**src/io_unit_params.svh**
```systemverilog
`ifndef IO_UNIT_PARAMS_SVH
`define IO_UNIT_PARAMS_SVH

// ----------------------------------------
// Bus widths
// ----------------------------------------
`define IO_ADDR_W 27
`define IO_DATA_W 32

// Clocks per half SCLK period on the CH376T port
`define IO_SPI_HALF_BIT 2

// ----------------------------------------
// I/O register addresses
// ----------------------------------------
`define IO_A_SPI_DATA 27'hC0272B
`define IO_A_SPI_CS   27'hC0272C
`define IO_A_SPI_NINT 27'hC0272D
`define IO_A_GPIO     27'hC02737
`define IO_A_T1_VAL   27'hC02739
`define IO_A_T1_CTRL  27'hC0273A
`define IO_A_T2_VAL   27'hC0273B
`define IO_A_T2_CTRL  27'hC0273C
`define IO_A_BOOT     27'hC02741

`endif
```
**src/periph_pkg.sv**
```systemverilog
package periph_pkg;

    // ----------------------------------------
    // Peripheral data types
    // ----------------------------------------

    // One byte on the SPI wire
    typedef logic [7:0]  io_byte_t;

    // Timer reload and count
    typedef logic [31:0] timer_val_t;

    // General purpose pins
    typedef logic [3:0]  gpo_t;
    typedef logic [3:0]  gpi_t;

endpackage

```
**src/io_map_pkg.sv**
```systemverilog
package io_map_pkg;

    // ----------------------------------------
    // Access targets on the I/O bus
    // ----------------------------------------

    // One entry per mapped register, plus the unmapped case
    typedef enum logic [3:0]
    {
        SEL_SPI_DATA,
        SEL_SPI_CS,
        SEL_SPI_NINT,
        SEL_GPIO,
        SEL_T1_VAL,
        SEL_T1_CTRL,
        SEL_T2_VAL,
        SEL_T2_CTRL,
        SEL_BOOT,
        // Read as zero, writes dropped
        SEL_NONE
    } io_sel_t;

endpackage

```
**src/io_unit_top.sv**
```systemverilog
`timescale 1ns/1ps
`include "io_unit_params.svh"

module io_unit_top
    import io_map_pkg::*, periph_pkg::*;
(
    input  logic                 clk,
    input  logic                 reset,
    input  logic [`IO_ADDR_W-1:0] i_bus_addr,
    input  logic [`IO_DATA_W-1:0] i_bus_data,
    input  logic                 i_bus_we,
    input  logic                 i_bus_start,
    input  logic                 i_spi_miso,
    input  logic                 i_spi_nint,
    input  gpi_t                 i_gpi,
    input  logic                 i_boot_mode,
    output logic [`IO_DATA_W-1:0] o_bus_q,
    output logic                 o_bus_done,
    output logic                 o_spi_sclk,
    output logic                 o_spi_mosi,
    output logic                 o_spi_cs,
    output gpo_t                 o_gpo,
    output logic                 o_ost1_int,
    output logic                 o_ost2_int
);

    io_sel_t  sel;
    io_byte_t spi_rx;
    logic     spi_start;
    logic     spi_done;
    logic     reg_we;
    logic     capture;
    logic     t1_set;
    logic     t1_trigger;
    logic     t1_stop;
    logic     t2_set;
    logic     t2_trigger;
    logic     t2_stop;

    // ----------------------------------------
    // Decode and control
    // ----------------------------------------
    io_decoder u_decoder (
        .i_bus_addr (i_bus_addr),
        .o_sel      (sel)
    );

    bus_ctrl_fsm u_fsm (
        .clk          (clk),
        .reset        (reset),
        .i_bus_start  (i_bus_start),
        .i_bus_we     (i_bus_we),
        .i_bus_data0  (i_bus_data[0]),
        .i_sel        (sel),
        .i_spi_done   (spi_done),
        .o_bus_done   (o_bus_done),
        .o_spi_start  (spi_start),
        .o_reg_we     (reg_we),
        .o_capture    (capture),
        .o_t1_set     (t1_set),
        .o_t1_trigger (t1_trigger),
        .o_t1_stop    (t1_stop),
        .o_t2_set     (t2_set),
        .o_t2_trigger (t2_trigger),
        .o_t2_stop    (t2_stop)
    );

    // ----------------------------------------
    // Peripherals
    // ----------------------------------------

    // CH376T port
    spi_byte_master #(
        .HALF_BIT_CLKS (`IO_SPI_HALF_BIT)
    ) u_spi (
        .clk     (clk),
        .reset   (reset),
        .i_start (spi_start),
        .i_tx    (i_bus_data[7:0]),
        .i_miso  (i_spi_miso),
        .o_done  (spi_done),
        .o_rx    (spi_rx),
        .o_sclk  (o_spi_sclk),
        .o_mosi  (o_spi_mosi)
    );

    os_timer u_ost1 (
        .clk       (clk),
        .reset     (reset),
        .i_value   (i_bus_data),
        .i_set     (t1_set),
        .i_trigger (t1_trigger),
        .i_stop    (t1_stop),
        .o_int     (o_ost1_int)
    );

    os_timer u_ost2 (
        .clk       (clk),
        .reset     (reset),
        .i_value   (i_bus_data),
        .i_set     (t2_set),
        .i_trigger (t2_trigger),
        .i_stop    (t2_stop),
        .o_int     (o_ost2_int)
    );

    io_regs #(
        .DATA_W (`IO_DATA_W)
    ) u_regs (
        .clk         (clk),
        .reset       (reset),
        .i_sel       (sel),
        .i_reg_we    (reg_we),
        .i_capture   (capture),
        .i_bus_data  (i_bus_data),
        .i_spi_rx    (spi_rx),
        .i_spi_nint  (i_spi_nint),
        .i_gpi       (i_gpi),
        .i_boot_mode (i_boot_mode),
        .o_gpo       (o_gpo),
        .o_spi_cs    (o_spi_cs),
        .o_bus_q     (o_bus_q)
    );

endmodule

```
**src/io_regs.sv**
```systemverilog
`timescale 1ns/1ps

module io_regs
    import io_map_pkg::*, periph_pkg::*;
#(
    parameter int DATA_W = 32
)
(
    input  logic              clk,
    input  logic              reset,
    input  io_sel_t           i_sel,
    input  logic              i_reg_we,
    input  logic              i_capture,
    input  logic [DATA_W-1:0] i_bus_data,
    input  io_byte_t          i_spi_rx,
    input  logic              i_spi_nint,
    input  gpi_t              i_gpi,
    input  logic              i_boot_mode,
    output gpo_t              o_gpo,
    output logic              o_spi_cs,
    output logic [DATA_W-1:0] o_bus_q
);

    logic [DATA_W-1:0] rd_data;

    // ----------------------------------------
    // Readback mux
    // ----------------------------------------
    always_comb
    begin
        case (i_sel)
            SEL_SPI_DATA: rd_data = DATA_W'(i_spi_rx);
            SEL_SPI_CS:   rd_data = DATA_W'(o_spi_cs);
            SEL_SPI_NINT: rd_data = DATA_W'(i_spi_nint);
            SEL_GPIO:     rd_data = DATA_W'({o_gpo, i_gpi});
            SEL_BOOT:     rd_data = DATA_W'(i_boot_mode);
            // Timers are write only
            default:      rd_data = '0;
        endcase
    end

    always_ff @(posedge clk)
    begin
        if (reset)
        begin
            o_gpo    <= '0;
            o_spi_cs <= 1'b1;
            o_bus_q  <= '0;
        end
        else
        begin
            if (i_reg_we && (i_sel == SEL_GPIO))
                o_gpo <= i_bus_data[7:4];
            if (i_reg_we && (i_sel == SEL_SPI_CS))
                o_spi_cs <= i_bus_data[0];
            // Held until the next access completes
            if (i_capture)
                o_bus_q <= rd_data;
        end
    end

endmodule

```
**src/spi_byte_master.sv**
```systemverilog
`timescale 1ns/1ps
`include "io_unit_params.svh"

module spi_byte_master
    import periph_pkg::*;
#(
    parameter int HALF_BIT_CLKS = `IO_SPI_HALF_BIT
)
(
    input  logic     clk,
    input  logic     reset,
    input  logic     i_start,
    input  io_byte_t i_tx,
    input  logic     i_miso,
    output logic     o_done,
    output io_byte_t o_rx,
    output logic     o_sclk,
    output logic     o_mosi
);

    localparam int CNT_W = (HALF_BIT_CLKS > 1) ? $clog2(HALF_BIT_CLKS) : 1;
    localparam logic [CNT_W-1:0] HALF_LAST = CNT_W'(HALF_BIT_CLKS - 1);

    logic             busy;
    logic [CNT_W-1:0] half_cnt;
    logic [3:0]       edge_cnt;
    io_byte_t         tx_sr;
    io_byte_t         rx_sr;
    logic             half_tick;

    assign half_tick = busy && (half_cnt == HALF_LAST);
    // MSB first, already on the wire before the first rising edge
    assign o_mosi    = tx_sr[7];

    // ----------------------------------------
    // Divider, edge counter, TX shifter
    // ----------------------------------------
    always_ff @(posedge clk)
    begin
        if (reset)
        begin
            busy     <= 1'b0;
            half_cnt <= '0;
            edge_cnt <= '0;
            tx_sr    <= '0;
            o_sclk   <= 1'b0;
            o_done   <= 1'b0;
            o_rx     <= '0;
        end
        else
        begin
            o_done <= 1'b0;
            if (!busy)
            begin
                if (i_start)
                begin
                    busy     <= 1'b1;
                    half_cnt <= '0;
                    edge_cnt <= '0;
                    tx_sr    <= i_tx;
                end
            end
            else if (half_tick)
            begin
                half_cnt <= '0;
                o_sclk   <= ~o_sclk;
                edge_cnt <= edge_cnt + 4'd1;
                // Falling edge moves the next bit out
                if (o_sclk)
                    tx_sr <= {tx_sr[6:0], 1'b0};
                // 16th edge ends the byte with SCLK back low
                if (edge_cnt == 4'd15)
                begin
                    busy   <= 1'b0;
                    o_done <= 1'b1;
                    o_rx   <= rx_sr;
                end
            end
            else
            begin
                half_cnt <= half_cnt + 1'b1;
            end
        end
    end

    // Sample MISO as SCLK rises
    always_ff @(posedge clk)
    begin
        if (half_tick && !o_sclk)
            rx_sr <= {rx_sr[6:0], i_miso};
    end

endmodule

```
**src/os_timer.sv**
```systemverilog
`timescale 1ns/1ps

module os_timer
    import periph_pkg::*;
(
    input  logic       clk,
    input  logic       reset,
    input  timer_val_t i_value,
    input  logic       i_set,
    input  logic       i_trigger,
    input  logic       i_stop,
    output logic       o_int
);

    timer_val_t reload;
    timer_val_t count;
    logic       running;

    always_ff @(posedge clk)
    begin
        if (reset)
        begin
            reload  <= '0;
            count   <= '0;
            running <= 1'b0;
            o_int   <= 1'b0;
        end
        else
        begin
            o_int <= 1'b0;
            if (i_set)
                reload <= i_value;

            if (i_stop)
            begin
                running <= 1'b0;
            end
            else if (i_trigger)
            begin
                count   <= reload;
                running <= 1'b1;
            end
            else if (running)
            begin
                // Fire once at zero, then sit idle until the next trigger
                if (count == '0)
                begin
                    running <= 1'b0;
                    o_int   <= 1'b1;
                end
                else
                begin
                    count <= count - 1'b1;
                end
            end
        end
    end

endmodule

```
**src/bus_ctrl_fsm.sv**
```systemverilog
`timescale 1ns/1ps

module bus_ctrl_fsm
    import io_map_pkg::*;
(
    input  logic    clk,
    input  logic    reset,
    input  logic    i_bus_start,
    input  logic    i_bus_we,
    input  logic    i_bus_data0,
    input  io_sel_t i_sel,
    input  logic    i_spi_done,
    output logic    o_bus_done,
    output logic    o_spi_start,
    output logic    o_reg_we,
    output logic    o_capture,
    output logic    o_t1_set,
    output logic    o_t1_trigger,
    output logic    o_t1_stop,
    output logic    o_t2_set,
    output logic    o_t2_trigger,
    output logic    o_t2_stop
);

    typedef enum logic [1:0] {ST_IDLE, ST_ACCESS, ST_WAIT, ST_DONE} state_t;

    state_t state;
    logic   access;
    logic   spi_wr;
    logic   wait_over;

    assign access    = (state == ST_ACCESS);
    assign spi_wr    = (i_sel == SEL_SPI_DATA) && i_bus_we;
    // Only an SPI data write holds the bus for the shifter
    assign wait_over = !spi_wr || i_spi_done;

    // ----------------------------------------
    // Strobes, one cycle each
    // ----------------------------------------
    assign o_spi_start  = access && spi_wr;
    assign o_reg_we     = access && i_bus_we;
    assign o_t1_set     = o_reg_we && (i_sel == SEL_T1_VAL);
    assign o_t1_trigger = o_reg_we && (i_sel == SEL_T1_CTRL) && i_bus_data0;
    assign o_t1_stop    = o_reg_we && (i_sel == SEL_T1_CTRL) && !i_bus_data0;
    assign o_t2_set     = o_reg_we && (i_sel == SEL_T2_VAL);
    assign o_t2_trigger = o_reg_we && (i_sel == SEL_T2_CTRL) && i_bus_data0;
    assign o_t2_stop    = o_reg_we && (i_sel == SEL_T2_CTRL) && !i_bus_data0;

    // Read data is latched on the way into DONE
    assign o_capture    = (state == ST_WAIT) && wait_over;
    assign o_bus_done   = (state == ST_DONE);

    always_ff @(posedge clk)
    begin
        if (reset)
        begin
            state <= ST_IDLE;
        end
        else
        begin
            case (state)
                ST_IDLE:
                    if (i_bus_start)
                        state <= ST_ACCESS;
                ST_ACCESS:
                    state <= ST_WAIT;
                ST_WAIT:
                    if (wait_over)
                        state <= ST_DONE;
                // Start is still high here, so back to idle without sampling it
                default:
                    state <= ST_IDLE;
            endcase
        end
    end

endmodule

```
**src/io_decoder.sv**
```systemverilog
`timescale 1ns/1ps
`include "io_unit_params.svh"

module io_decoder
    import io_map_pkg::*;
(
    input  logic [`IO_ADDR_W-1:0] i_bus_addr,
    output io_sel_t               o_sel
);

    // Exact match against each mapped register
    always_comb
    begin
        case (i_bus_addr)
            `IO_A_SPI_DATA:
                o_sel = SEL_SPI_DATA;
            `IO_A_SPI_CS:
                o_sel = SEL_SPI_CS;
            `IO_A_SPI_NINT:
                o_sel = SEL_SPI_NINT;
            `IO_A_GPIO:
                o_sel = SEL_GPIO;
            `IO_A_T1_VAL:
                o_sel = SEL_T1_VAL;
            `IO_A_T1_CTRL:
                o_sel = SEL_T1_CTRL;
            `IO_A_T2_VAL:
                o_sel = SEL_T2_VAL;
            `IO_A_T2_CTRL:
                o_sel = SEL_T2_CTRL;
            `IO_A_BOOT:
                o_sel = SEL_BOOT;
            // Everything else in the space is a hole
            default:
                o_sel = SEL_NONE;
        endcase
    end

endmodule

```
**config.mk**
```make
export PLATFORM = sky130hd
export DESIGN_NAME = io_unit_top
export DESIGN_NICKNAME = d
export VERILOG_FILES = /design/src/periph_pkg.sv /design/src/io_map_pkg.sv /design/src/io_unit_top.sv /design/src/io_regs.sv /design/src/spi_byte_master.sv /design/src/os_timer.sv /design/src/bus_ctrl_fsm.sv /design/src/io_decoder.sv
export VERILOG_INCLUDE_DIRS = /design/src /design/src/src
export SDC_FILE = /design/constraint.sdc
export NUM_CORES = 1
export LEC_CHECK = 0
export ABC_AREA = 0
export BUFFER_PORTS_ARGS = -buffer_cell sky130_fd_sc_hd__buf_2
export CAP_MARGIN = 20
export CORE_MARGIN = 3
export CORE_UTILIZATION = 38
export DETAILED_ROUTE_END_ITERATION = 16
export GPL_TIMING_DRIVEN = 0
export MAX_ROUTING_LAYER = met4
export SLEW_MARGIN = 25
export SYNTH_ARGS = -nofsm -noshare
export SYNTH_HDL_FRONTEND = slang
export SYNTH_SLANG_ARGS = --single-unit
```
**constraint.sdc**
```tcl
create_clock -name clk -period 2.5 [get_ports clk]
set_input_delay 0.25 -clock clk [delete_from_list [all_inputs] [get_ports clk]]
set_output_delay 0.25 -clock clk [all_outputs]
set_load 0.01 [all_outputs]
```
Word level (Yosys, flattened, before mapping):

Index checks and enable logic that the tools add are counted.

* $add $sub $neg: 4
* equality and inequality tests: 27
* multiplexer cells: 34
* bitwise gates (word level): 7
* reduce and logical (&&, ||, !) cells: 39

Operator list (number)
* == test 27 x 24 -> 1 bit, second input constant: 9
* 2-to-1 mux 32 bit: 6
* logical NOT 32 bit: 2
* subtractor 32 x 1 -> 32 bit, second input constant: 2
* case mux 8 bit (5 select lines): 1
* case mux 4 bit (9 select lines): 1
* 2-to-1 mux 8 bit: 4
* == test 4 x 3 -> 1 bit, second input constant: 4
* logical AND 1 bit: 16
* 2-to-1 mux 1 bit: 16
* 2-to-1 mux 4 bit: 3
* AND reduction 3 bit: 4
* == test 4 x 2 -> 1 bit, second input constant: 2
* == test 4 bit, second input constant: 2
* != test 2 bit, second input constant: 4
* OR reduction 4 bit: 2
* NOT 1 bit: 7
* case mux 2 bit (3 select lines): 1
* AND reduction 2 bit: 3
* nonzero test 2 bit: 3
* adder 4 x 1 -> 4 bit, second input constant: 1
* == test 2 bit, second input constant: 2
* == test 4 x 1 -> 1 bit, second input constant: 1
* logical NOT 4 bit: 1
* 9 further kinds: 14

* flip-flop bits (word level): 203
* input port bits: 70
* output and inout bits: 42
* logic and storage cells: 131

Logic depth before layout (Yosys ltp):

Gate-level depths: netlist (run 1).

* depth in word-level cells: 8
* depth in mapped cells: 10
* gate-level depth less buffers: 8

Modules after synthesis:

A second synthesis (run 1) with hierarchy kept.

* cell total of the unflattened synthesis: 1085
* area total of the unflattened synthesis: 9220.1 um^2

Modules (own cells, without submodules)
* os_timer (u_ost2): times used 1, cells an instance 404, area an instance 3286.9 um^2, seq. area each 1321.3 um^2
* os_timer (u_ost1): times used 1, cells an instance 402, area an instance 3258.1 um^2, seq. area each 1321.3 um^2
* spi_byte_master: times used 1, cells an instance 104, area an instance 1253.7 um^2, seq. area each 720.7 um^2
* io_regs: times used 1, cells an instance 96, area an instance 827.0 um^2, seq. area each 260.2 um^2
* io_decoder: times used 1, cells an instance 46, area an instance 297.8 um^2, seq. area each 0.0 um^2
* bus_ctrl_fsm: times used 1, cells an instance 33, area an instance 296.5 um^2, seq. area each 40.0 um^2

Worst setup path after synthesis (run 1):

OpenSTA, ideal clock, no wires.

* path type: register -> register
* start point: register u_ost2.count[9]
* end point: register u_ost2.count[26]
* library setup time: 0.074 ns
* data arrival time: 2.454 ns
* required time: 2.426 ns
* path slack: -0.028 ns
* stages on the path, launching flop included: 8
* path buffers: 1
* period minus slack after synthesis: 2.528 ns
* cell sequence: dfxtp_1 > or4_1 > buf_2 > or4_4 > a211oi_2 > o311ai_2 > or4_1 > a31oi_1

* longest elaborated chain between the ends: 4
* elaborated cells on any way between the ends: 7
* classes of those cells: add/sub (1); eq/ne (1); mux (3); reduce/logical (2)

Ends and longest elaborated chain
* start: declaration: line os_timer.sv:16 `timer_val_t count;`
* start signal: assignment: line os_timer.sv:40 `count <= reload;`
* start signal: assignment: line os_timer.sv:53 `count <= count - 1'b1;`
* subtractor 32 x 1 -> 32 bit: line os_timer.sv:53
* 2-to-1 mux 32 bit: line os_timer.sv:46 `if (count == '0)`
* 2-to-1 mux 32 bit: line os_timer.sv:43 `else if (running)`
* 2-to-1 mux 32 bit: line os_timer.sv:38 `else if (i_trigger)`

Parallel ways exist; a longest one is shown, timed or not. The select of a mux whose other input is x is not followed.
A chain may end at the register's enable or synchronous reset.

Worst setup path after layout (run 1):

* start point: register u_ost2.count[12]
* end point: register u_ost2.count[26]

The elaborated chain is that of the path after synthesis.

==> results.yml, run 1 <==
detailed_routing:
  viasPerCell: 5.70
  antenna_left: 0
  vias: 8600
  drt_pre_antenna_iters: 5
  drt-initial-drc-count: 684
  wl_met1_um: 13400
  top_layer_used: "met4"
  drc_errors: 0
  wl_met2_um: 12700
  wl_per_cell_um: 19.0
  wl_um: 28700
  wl_met3_um: 1900
cells_and_area:
  fill_cells: 2205
  layout.nets: 1294
  multi_input_area_um2: 4940
  design_area_um2: 10800
  regArea_um2: 3670
  synthToLayoutAreaGrowth_pct: 24.5
  drive_above_1_share_pct: 21.6
  layout_commonest_cell: "nand2_1"
  final_cell_mix: "nand2_1, dfxtp_1, a21oi_1, buf_2, nor2_1"
  num_antenna_cells: 0
critical_path:
  cp.arrival_ns: 2.91
  start_kind: "flop"
  reg2reg_depth: 6
  critPathKind: "reg2reg"
  critPathCaptureType: "flop"
  cp.required_ns: 2.86
  worst-path-max-fanout: 2
  rrSetupSlack_ns: -0.05
die:
  die_w_um: 157
  initial_utilization_pct: 39.2
  die_h_um: 157
  io_pins: 112
  core_um2: 22100
  rows: 54
  dieArea_um2: 24600
global_routing:
  grtUsageTotal_pct: 23.9
  grt_pass1_vias: 8222
  globalRouteOverflowTotal: 0
  grt_max_degree: 21
  grt_pass1_wl_um: 45000
  antenna_found_initial: 0
worst_hold_path:
  whs_path_depth: 3
  holdCritPathClass: "in2reg"
clock_tree:
  clock_sinks: 179
  numCtsBuffers: 17
  clk_transition_reported_paths_ns: 0.08
  insertion_delay_ns: 0.44
  root_buffer: "clkbuf_16"
  cts_tree: "done"
  clockBufferDepth: 2
  h-tree-depth: 4
timing:
  rsz0062_at_grt: "true"
  period_minus_slack_ns: 2.55
  skew_ns: 0.0110
  worst_pin_slew_ns: 1.04
  maxSlewHeadroom_pct: 29.8
  timing.fmax_ghz: 0.392
  finalHoldViolCount: 0
  setup_violations: 2
  tns_ns: -0.0959
  fin_crit_sh_pct: 102
  slew_viol_final: 0
  finalWorstSetupSlack_ns: -0.0497
synth:
  syn_avg_cell_area_um2: 8.12
  netlist_instances: 1066
  synth_edf_count: 8
  ys_seq_area_share_pct: 42.3
  synth-seq-cells: 179
  syn_area_um2: 8660
  async_reset_ff_share_pct: 0
  yosys_most_used_dff: "dfxtp_1"
  synth_cell_types: 68
  synth_warnings: 0
flow_run:
  drv_cap: 0
power:
  power-per-cell-area_nw_per_um2: 586
  p_leak_nw: 4.00
  vdd_drop_max_uv: 433
place:
  routabilityCongestion: 0.927
  place_hpwl_um: 20400
  placed_area_um2: 9520
  io_buffer_count: 83
run_status:
  status: "finished, violations left"
  violations: "negative setup slack"
## critical path: stages, from the launching register on
cell,delay (ns)
dfxtp_2,0.33
or4_4,0.54
or4_4,0.53
a211oi_4,0.29
o311ai_4,0.16
or4_1,0.42
a31oi_1,0.18
## flip-flops by register name (all words and copies together), names as in the netlist, 2 cells and up
| register | cells |
|---|---|
| u_ost2.count | 32 |
| u_ost1.reload | 32 |
| u_spi.rx_sr | 8 |
| u_ost1.count | 32 |
| u_ost2.reload | 32 |
| u_spi.edge_cnt | 4 |
| u_spi.o_rx | 8 |
| u_fsm.state | 2 |
| u_regs.o_bus_q | 8 |
| u_spi.tx_sr | 8 |
| u_regs.o_gpo | 4 |
## where the power goes
part | switching (W) | leakage [nW] | internal (W)
Sequential | 0.0000434 | 1.45 | 0.00293
Clock | 0.00138 | 0.297 | 0.00137
Combinational | 0.000357 | 2.25 | 0.000234
## per-stage QoR
stage | hold slack [ns] | utilization, % | total power (W) | instances | worst slack [ns]
global route | 0.0575 | 48.8 | 0.00656 | 1510 | -0.129
global placement | 0.427 | 43.0 | 0.00359 | 1452 | -0.810
CTS | 0.0535 | 47.9 | 0.00634 | 1508 | -0.163
finish | 0.0621 | 48.8 | 0.00632 | 1510 | -0.0497
detailed placement | 0.435 | 43.1 | 0.00360 | 1452 | -0.780
floorplan | 0.349 | - | 0.00336 | 1089 | -0.0282
## layer usage
layer,vias to the layer above,GRT usage [%]
li1,4152,-
met5,-,-
met4,0,8.13
met3,59,3.90
met1,4057,33.6
met2,332,35.0
## path summary, 6_finish.rpt
path / startpoint / endpoint
worst max-delay path: u_ost2.count[12] / u_ost2.count[26]
worst min register to register: u_ost2.reload[7] / u_ost2.reload[7]
worst max register to register: u_ost2.count[12] / u_ost2.count[26]
worst min-delay path: i_bus_data[27] / u_ost1.reload[27]
## Yosys cell counts, types with 3 or more instances
master     instances  area share [%]
nand2_1          197             8.5
dfxtp_1          171              40
a21oi_1           97             5.6
nor2_1            67             2.9
clkbuf_1          60             2.6
o211ai_1          43             3.7
a31oi_1           36             2.6
nand3_1           31             1.8
nor3_1            30             1.7
buf_4             24             2.1
nand4_1           24             1.7
or3_1             24             1.7
mux2i_1           21             2.4
or4_1             21             1.8
nor4_1            17             1.2
a32oi_1           14             1.4
inv_1             14            0.61
o21ai_0           14            0.81
a211oi_1           9            0.78
nand2b_1           9            0.65
or2_2              9            0.65
a221oi_1           8            0.81
buf_2              8            0.46
edfxtp_1           8             2.8
nor2b_1            8            0.58
and2_1             7            0.51
ha_1               7             1.0
o311ai_0           7            0.71
nor3b_1            6            0.52
a22oi_1            5            0.43
o31ai_1            5            0.43
a2bb2oi_1          4            0.40
buf_1              4            0.17
o2bb2a_1           4            0.46
and3_1             3            0.22
nand3b_1           3            0.26
nor4_2             3            0.43
xnor2_1            3            0.30
## layout make-up
class,instances,area share (%)
sequential,179,34.0
clock inverter,15,1.68
multi-input combinational,800,45.9
clock buffer,17,3.95
timing repair buffer,118,6.38
tap,280,3.25
buffer,87,4.35
inverter,14,0.487
## logic make-up after synthesis
group                      Yosys count  share of synthesized area [%]
and+or+nand+nor                    476                           27.4
buffers and inverters              110                           5.93
xor gates and xnor gates             5                          0.506
muxes                               23                           2.69
adders and majority gates            7                           1.01
AOI/OAI and AO/OA                  265                           20.1
DFF                                179                           42.3
other                                1                         0.0433
## repair_timing
item / 4_1_cts / 5_1_grt
gates cloned: 1 / 0
endpoints found under the hold margin: 1 / 0
hold buffers: 1 / 0
resized for setup: 58 / 44
pin swaps: 17 / 14
endpoints found under the setup margin: 101 / 130
buffers inserted: 25 / 9
Power figures use the tool's default switching activity.
==> run 2: changes to the inputs <==
--- a/config.mk
+++ b/config.mk
@@ -14,7 +14,9 @@
 export DETAILED_ROUTE_END_ITERATION = 16
 export GPL_TIMING_DRIVEN = 0
 export MAX_ROUTING_LAYER = met4
+export PLACE_DENSITY = 0.54
 export SLEW_MARGIN = 25
 export SYNTH_ARGS = -nofsm -noshare
 export SYNTH_HDL_FRONTEND = slang
+export SYNTH_HIERARCHICAL = 1
 export SYNTH_SLANG_ARGS = --single-unit
==> results.yml, run 2 <==
run_status:
  status: "finished, violations left"
  violations: "negative setup slack"
die:
  rows: 56
  die_h_um: 162
  core_um2: 23700
  dieArea_um2: 26200
  die_w_um: 162
  initial_utilization_pct: 38.9
  io_pins: 112
synth:
  synth-seq-cells: 179
  synth.area.top_cells: "dfxtp_1, mux2i_1, nor2_1"
  synth-xor-area-share_pct: 0.285
  synth_top_family_by_area: "simple AND/OR/NAND/NOR gates"
  synthMuxAreaShare_pct: 8.79
  synth_common_cells: "dfxtp_1, nor2_1, mux2i_1, nand2_1, o21ai_0"
  synth_largest_area_cell: "dfxtp_1"
  synth_fa_ha_area_share_pct: 1.09
  synth_warnings: 6
  synth_compound_area_share_pct: 18.7
  yosys_most_used_dff: "dfxtp_1"
  netlist_instances: 1085
  syn_area_um2: 9220
  syn_avg_cell_area_um2: 8.50
  post-synth-top-area-fraction_pct: 37.1
  async_reset_ff_share_pct: 0
  synth_cell_types: 84
  ys_seq_area_share_pct: 39.7
  yosysMostFrequentCell: "dfxtp_1"
  synth_edf_count: 8
  synth-simple-area-share_pct: 24.4
critical_path:
  worst-path-max-fanout: 4
  critPathCaptureType: "flop"
  crit_slowest_cell: "or4_4"
  max_stage_delay_ns: 0.41
  critPathKind: "in2reg"
  crit_buf_inv: 3
  cpLargestDelayFamily: "simple AND/OR/NAND/NOR gates"
  cp.required_ns: 2.80
  crit_chain: "buf_2, nor4bb_2, nand3_2, nor3_4, and4_4, and4b_2, and4b_2, buf_8, nor2_4, or2_4, buf_6, or4_4, a32oi_2, nor2_1"
  cp.arrival_ns: 3.08
  path_common_cell: "and4b_2"
  start_kind: "input port"
detailed_routing:
  wl_per_cell_um: 18.5
  antenna_left: 0
  vias: 8774
  drt_pre_antenna_iters: 5
  drt-initial-drc-count: 713
  wl_um: 29800
  viasPerCell: 5.44
  drc_errors: 0
timing:
  setup_violations: 64
  worst_pin_slew_ns: 0.708
  tns_ns: -10.58
  fin_crit_sh_pct: 111
  rsz0062_at_grt: "true"
  slew_viol_final: 0
  finalHoldViolCount: 0
  timing.fmax_ghz: 0.359
  whs_ns: 0.0817
  period_minus_slack_ns: 2.78
  maxSlewHeadroom_pct: 52.8
  finalWorstSetupSlack_ns: -0.284
  skew_ns: 0.0133
global_routing:
  grt_max_degree: 18
  globalRouteOverflowTotal: 0
  grt_pass1_wl_um: 44700
  grtUsageTotal_pct: 22.0
  antenna_found_initial: 0
  grt_pass1_vias: 8142
cells_and_area:
  design_area_um2: 12600
  num_antenna_cells: 0
  regArea_um2: 3660
  multi_input_area_um2: 5880
  drive_above_1_share_pct: 34.9
  final_cell_mix: "dfxtp_1, nor2_1, buf_2, mux2i_1, buf_4"
  layout.nets: 1359
  layout_commonest_cell: "dfxtp_1"
  final_core_util_pct: 53.4
  synthToLayoutAreaGrowth_pct: 37.1
  fill_cells: 2267
clock_tree:
  clk_transition_reported_paths_ns: 0.07
  h-tree-depth: 4
  clockBufferDepth: 2
  root_buffer: "clkbuf_16"
  clock_sinks: 179
  cts_tree: "done"
  numCtsBuffers: 17
  insertion_delay_ns: 0.43
place:
  place_ws_ns: -1.34
  routabilityCongestion: 0.902
  placed_area_um2: 10400
  place_hpwl_um: 20100
  io_buffer_count: 84
power:
  p_leak_nw: 4.93
  vdd_drop_max_uv: 396
  power-per-cell-area_nw_per_um2: 482
flow_run:
  drv_cap: 0
worst_hold_path:
  holdCritPathClass: "in2reg"
-- run 2: cell count changes after synthesis, sizes merged, moves of 20 or more --
cell / before / now
nor2: 68 / 170
mux2i: 21 / 81
o211ai: 43 / 1
nand2: 197 / 78
nand4: 24 / 4
a31oi: 36 / 11
o21ai: 16 / 73
a21oi: 97 / 64
a22o: 1 / 26
-- run 2: cell type report --
class	instances	area share [%]
Inverter	18	0.534
Clock buffer	19	3.42
Multi-Input combinational cell	810	46.5
Clock inverter	13	1.29
Sequential cell	179	29.0
Tap cell	319	3.16
Buffer	97	6.78
Timing Repair Buffer	158	9.34
-- run 2: routing by layer --
metal	global-route usage, %	vias up	part of all wire (%)
met5	-	-	0
met4	7.60	0	2.6
met3	3.49	71	4.7
met2	35.7	267	48
met1	28.1	4161	45
li1	-	4275	-
-- run 2: final timing paths --
check / slack [ns] / startpoint / endpoint / depth (start not counted)
worst min register to register: 0.46 / u_spi/rx_sr[6] / u_spi/rx_sr[7] / 0
worst max-delay path: -0.28 / i_bus_addr[25] / u_ost1/count[24] / 14
worst max register to register: -0.19 / u_fsm/state[1] / u_ost1/count[24] / 11
worst min-delay path: 0.08 / i_bus_data[26] / u_ost2/reload[26] / 3
-- run 2: timing repair --
item                       4_1_cts  5_1_grt
pin swaps                       37       59
buffers inserted                40       28
hold endpoints to repair         1        0
hold buffers                     1        0
setup endpoints to repair      135      141
cloned                           3        6
resized for setup              122      186
-- run 2: logic make-up after synthesis --
kind of cell | count (synthesis)
mux | 81
flops | 179
simple gates | 435
other cells | 1
xor+xnor | 3
buf+inv | 119
compound gates | 259
fa+ha+maj | 8
-- run 2: stage by stage --
stage | instances | power, W
after floorplan | 1108 | 0.00321
after global placement | 1511 | 0.00335
after detailed placement | 1513 | 0.00335
after CTS | 1586 | 0.00614
after global routing | 1613 | 0.00631
final | 1613 | 0.00609
-- run 2: worst min-delay path: stages --
cell,delay [ns]
buf_2,0.09
mux2i_1,0.06
nor2_1,0.07
-- run 2: report_power, final --
group	switching (W)	internal, W
clock	0.00125	0.00151
combinational	0.000235	0.000189
sequential	0.0000193	0.00288
total	0.00150	0.00459
==> run 3: changes to the inputs <==
--- a/config.mk
+++ b/config.mk
@@ -9,6 +9,7 @@
 export ABC_AREA = 0
 export BUFFER_PORTS_ARGS = -buffer_cell sky130_fd_sc_hd__buf_2
 export CAP_MARGIN = 20
+export CORE_ASPECT_RATIO = 1.5
 export CORE_MARGIN = 3
 export CORE_UTILIZATION = 38
 export DETAILED_ROUTE_END_ITERATION = 16
==> results.yml, run 3 (synthesis gave the netlist of run 2 again) <==
run_status:
  status: "finished, violations left"
  violations: "negative setup slack"
cells_and_area:
  layout_commonest_cell: "dfxtp_1"
  num_antenna_cells: 0
  drive_above_1_share_pct: 30.6
  layout.nets: 1352
  final_cell_mix: "dfxtp_1, nor2_1, buf_2, mux2i_1, buf_4"
  final_core_util_pct: 51.2
  layoutNonFillerInstCount: 1606
  synthToLayoutAreaGrowth_pct: 32.2
critical_path:
  worstReg2RegEnd: "u_ost1/count[24]"
  start_kind: "input port"
  r2r-start: "u_ost1/count[1]"
  reg2reg_depth: 9
  worst-path-max-fanout: 5
  cp.required_ns: 2.80
  crit_path_end: "u_ost1/count[24]"
  cp.arrival_ns: 3.17
  critPathCaptureType: "flop"
  setup.worst_path.start: "i_bus_addr[7]"
  rrSetupSlack_ns: -0.16
  critPathKind: "in2reg"
global_routing:
  grt_pass1_wl_um: 46300
  grt_pass1_vias: 8596
  grtUsageTotal_pct: 22.9
  antenna_found_initial: 0
  globalRouteOverflowTotal: 0
  grt_max_degree: 17
place:
  io_buffer_count: 84
  place_ws_ns: -1.38
  place_hpwl_um: 20900
  placedCellCount: 1511
  routabilityCongestion: 0.873
detailed_routing:
  drc_errors: 0
  wl_per_cell_um: 18.9
  antenna_left: 0
  vias: 8852
  viasPerCell: 5.51
  wl_um: 30300
  drt-initial-drc-count: 618
  drt_pre_antenna_iters: 5
clock_tree:
  cts_tree: "done"
  root_buffer: "clkbuf_16"
  insertion_delay_ns: 0.44
  clock_sinks: 179
  clk_transition_reported_paths_ns: 0.07
  clockBufferDepth: 2
  h-tree-depth: 4
  numCtsBuffers: 17
timing:
  skew_ns: 0.00978
  finalHoldViolCount: 0
  rsz0062_at_grt: "true"
  tns_ns: -16.48
  maxSlewHeadroom_pct: 49.0
  slew_viol_final: 0
  setup_violations: 72
  period_minus_slack_ns: 2.87
  fin_crit_sh_pct: 115
  worst_pin_slew_ns: 0.759
  finalWorstSetupSlack_ns: -0.372
  timing.fmax_ghz: 0.348
die:
  rows: 69
  io_pins: 112
  core_um2: 23800
  initial_utilization_pct: 38.7
  die_w_um: 133
  dieArea_um2: 26200
  die_h_um: 197
worst_hold_path:
  holdCritPathClass: "in2reg"
  whs_path_depth: 3
power:
  p_leak_nw: 4.79
  vdd_drop_max_uv: 440
  power-per-cell-area_nw_per_um2: 502
  finalPower_w: 0.00613
flow_run:
  drv_cap: 0
## run 3: changes by cell type in the layout (fill, tap and decap cells not counted), sizes merged
| cell | change |
|---|---|
| clkinvlp | -1 |
| bufinv | +1 |
| clkinv | +8 |
| buf | -9 |
| inv | -6 |
| clkbuf | -1 |
| bufbuf | +1 |
## run 3: what timing repair did
action | in CTS | in global routing
setup buffers | 42 | 18
cloned | 5 | 2
pin swaps | 31 | 31
resized for setup | 75 | 149
setup endpoints to repair | 144 | 141
hold endpoints to repair | 1 | 0
hold buffers | 1 | 0
## run 3: through the flow
stage                     area [µm²]  hold slack, ns
after global placement         10400           0.428
final                          12200          0.0838
after floorplan                 9530           0.322
after detailed placement       10400           0.431
after global routing           12200          0.0739
after CTS                      11600          0.0656
## run 3: how the worst min path moves through the flow
stage / from / end / slack (ns)
CTS: i_bus_data[15] / u_ost2/reload[15] / 0.07
global placement: i_spi_miso / u_spi/rx_sr[0] / 0.43
floorplan: reset / u_regs/o_bus_q[2] / 0.32
detailed placement: i_spi_miso / u_spi/rx_sr[0] / 0.43
finish: i_bus_data[14] / u_ost1/reload[14] / 0.08
global route: i_bus_data[8] / u_ost2/reload[8] / 0.07
## run 3: routing by layer
layer	track usage, %	wire length, µm	part of all wire (%)
met5	-	0	0
met3	3.45	1380	4.5
met1	25.1	12200	40
met2	40.1	15300	50
met4	11.7	1480	4.9
## run 3: power breakdown
group	internal, W	switching (W)
Combinational	0.000184	0.000238
Sequential	0.00288	0.0000201
Clock	0.00158	0.00122
## run 3: area by class of cell
cell class / instances / area (µm²)
Clock buffer: 17 / 425
Timing Repair Buffer: 150 / 1090
Multi-Input combinational cell: 810 / 5560
Clock inverter: 15 / 184
Inverter: 18 / 67.6
Buffer: 98 / 808
Fill cell: 2305 / 11600
Tap cell: 319 / 399
Sequential cell: 179 / 3660
## run 3: worst max-delay path, cell delays in order
cell and delay (ns):
buf_2 0.10, nor4bb_1 0.30, nand2_1 0.17, nor3_4 0.30, and4_4 0.27, and4b_2 0.27
and4b_2 0.26, buf_8 0.14, nor2_4 0.04, or2_4 0.26, buf_12 0.14, or4_4 0.42
a32oi_2 0.20, nor2_1 0.05
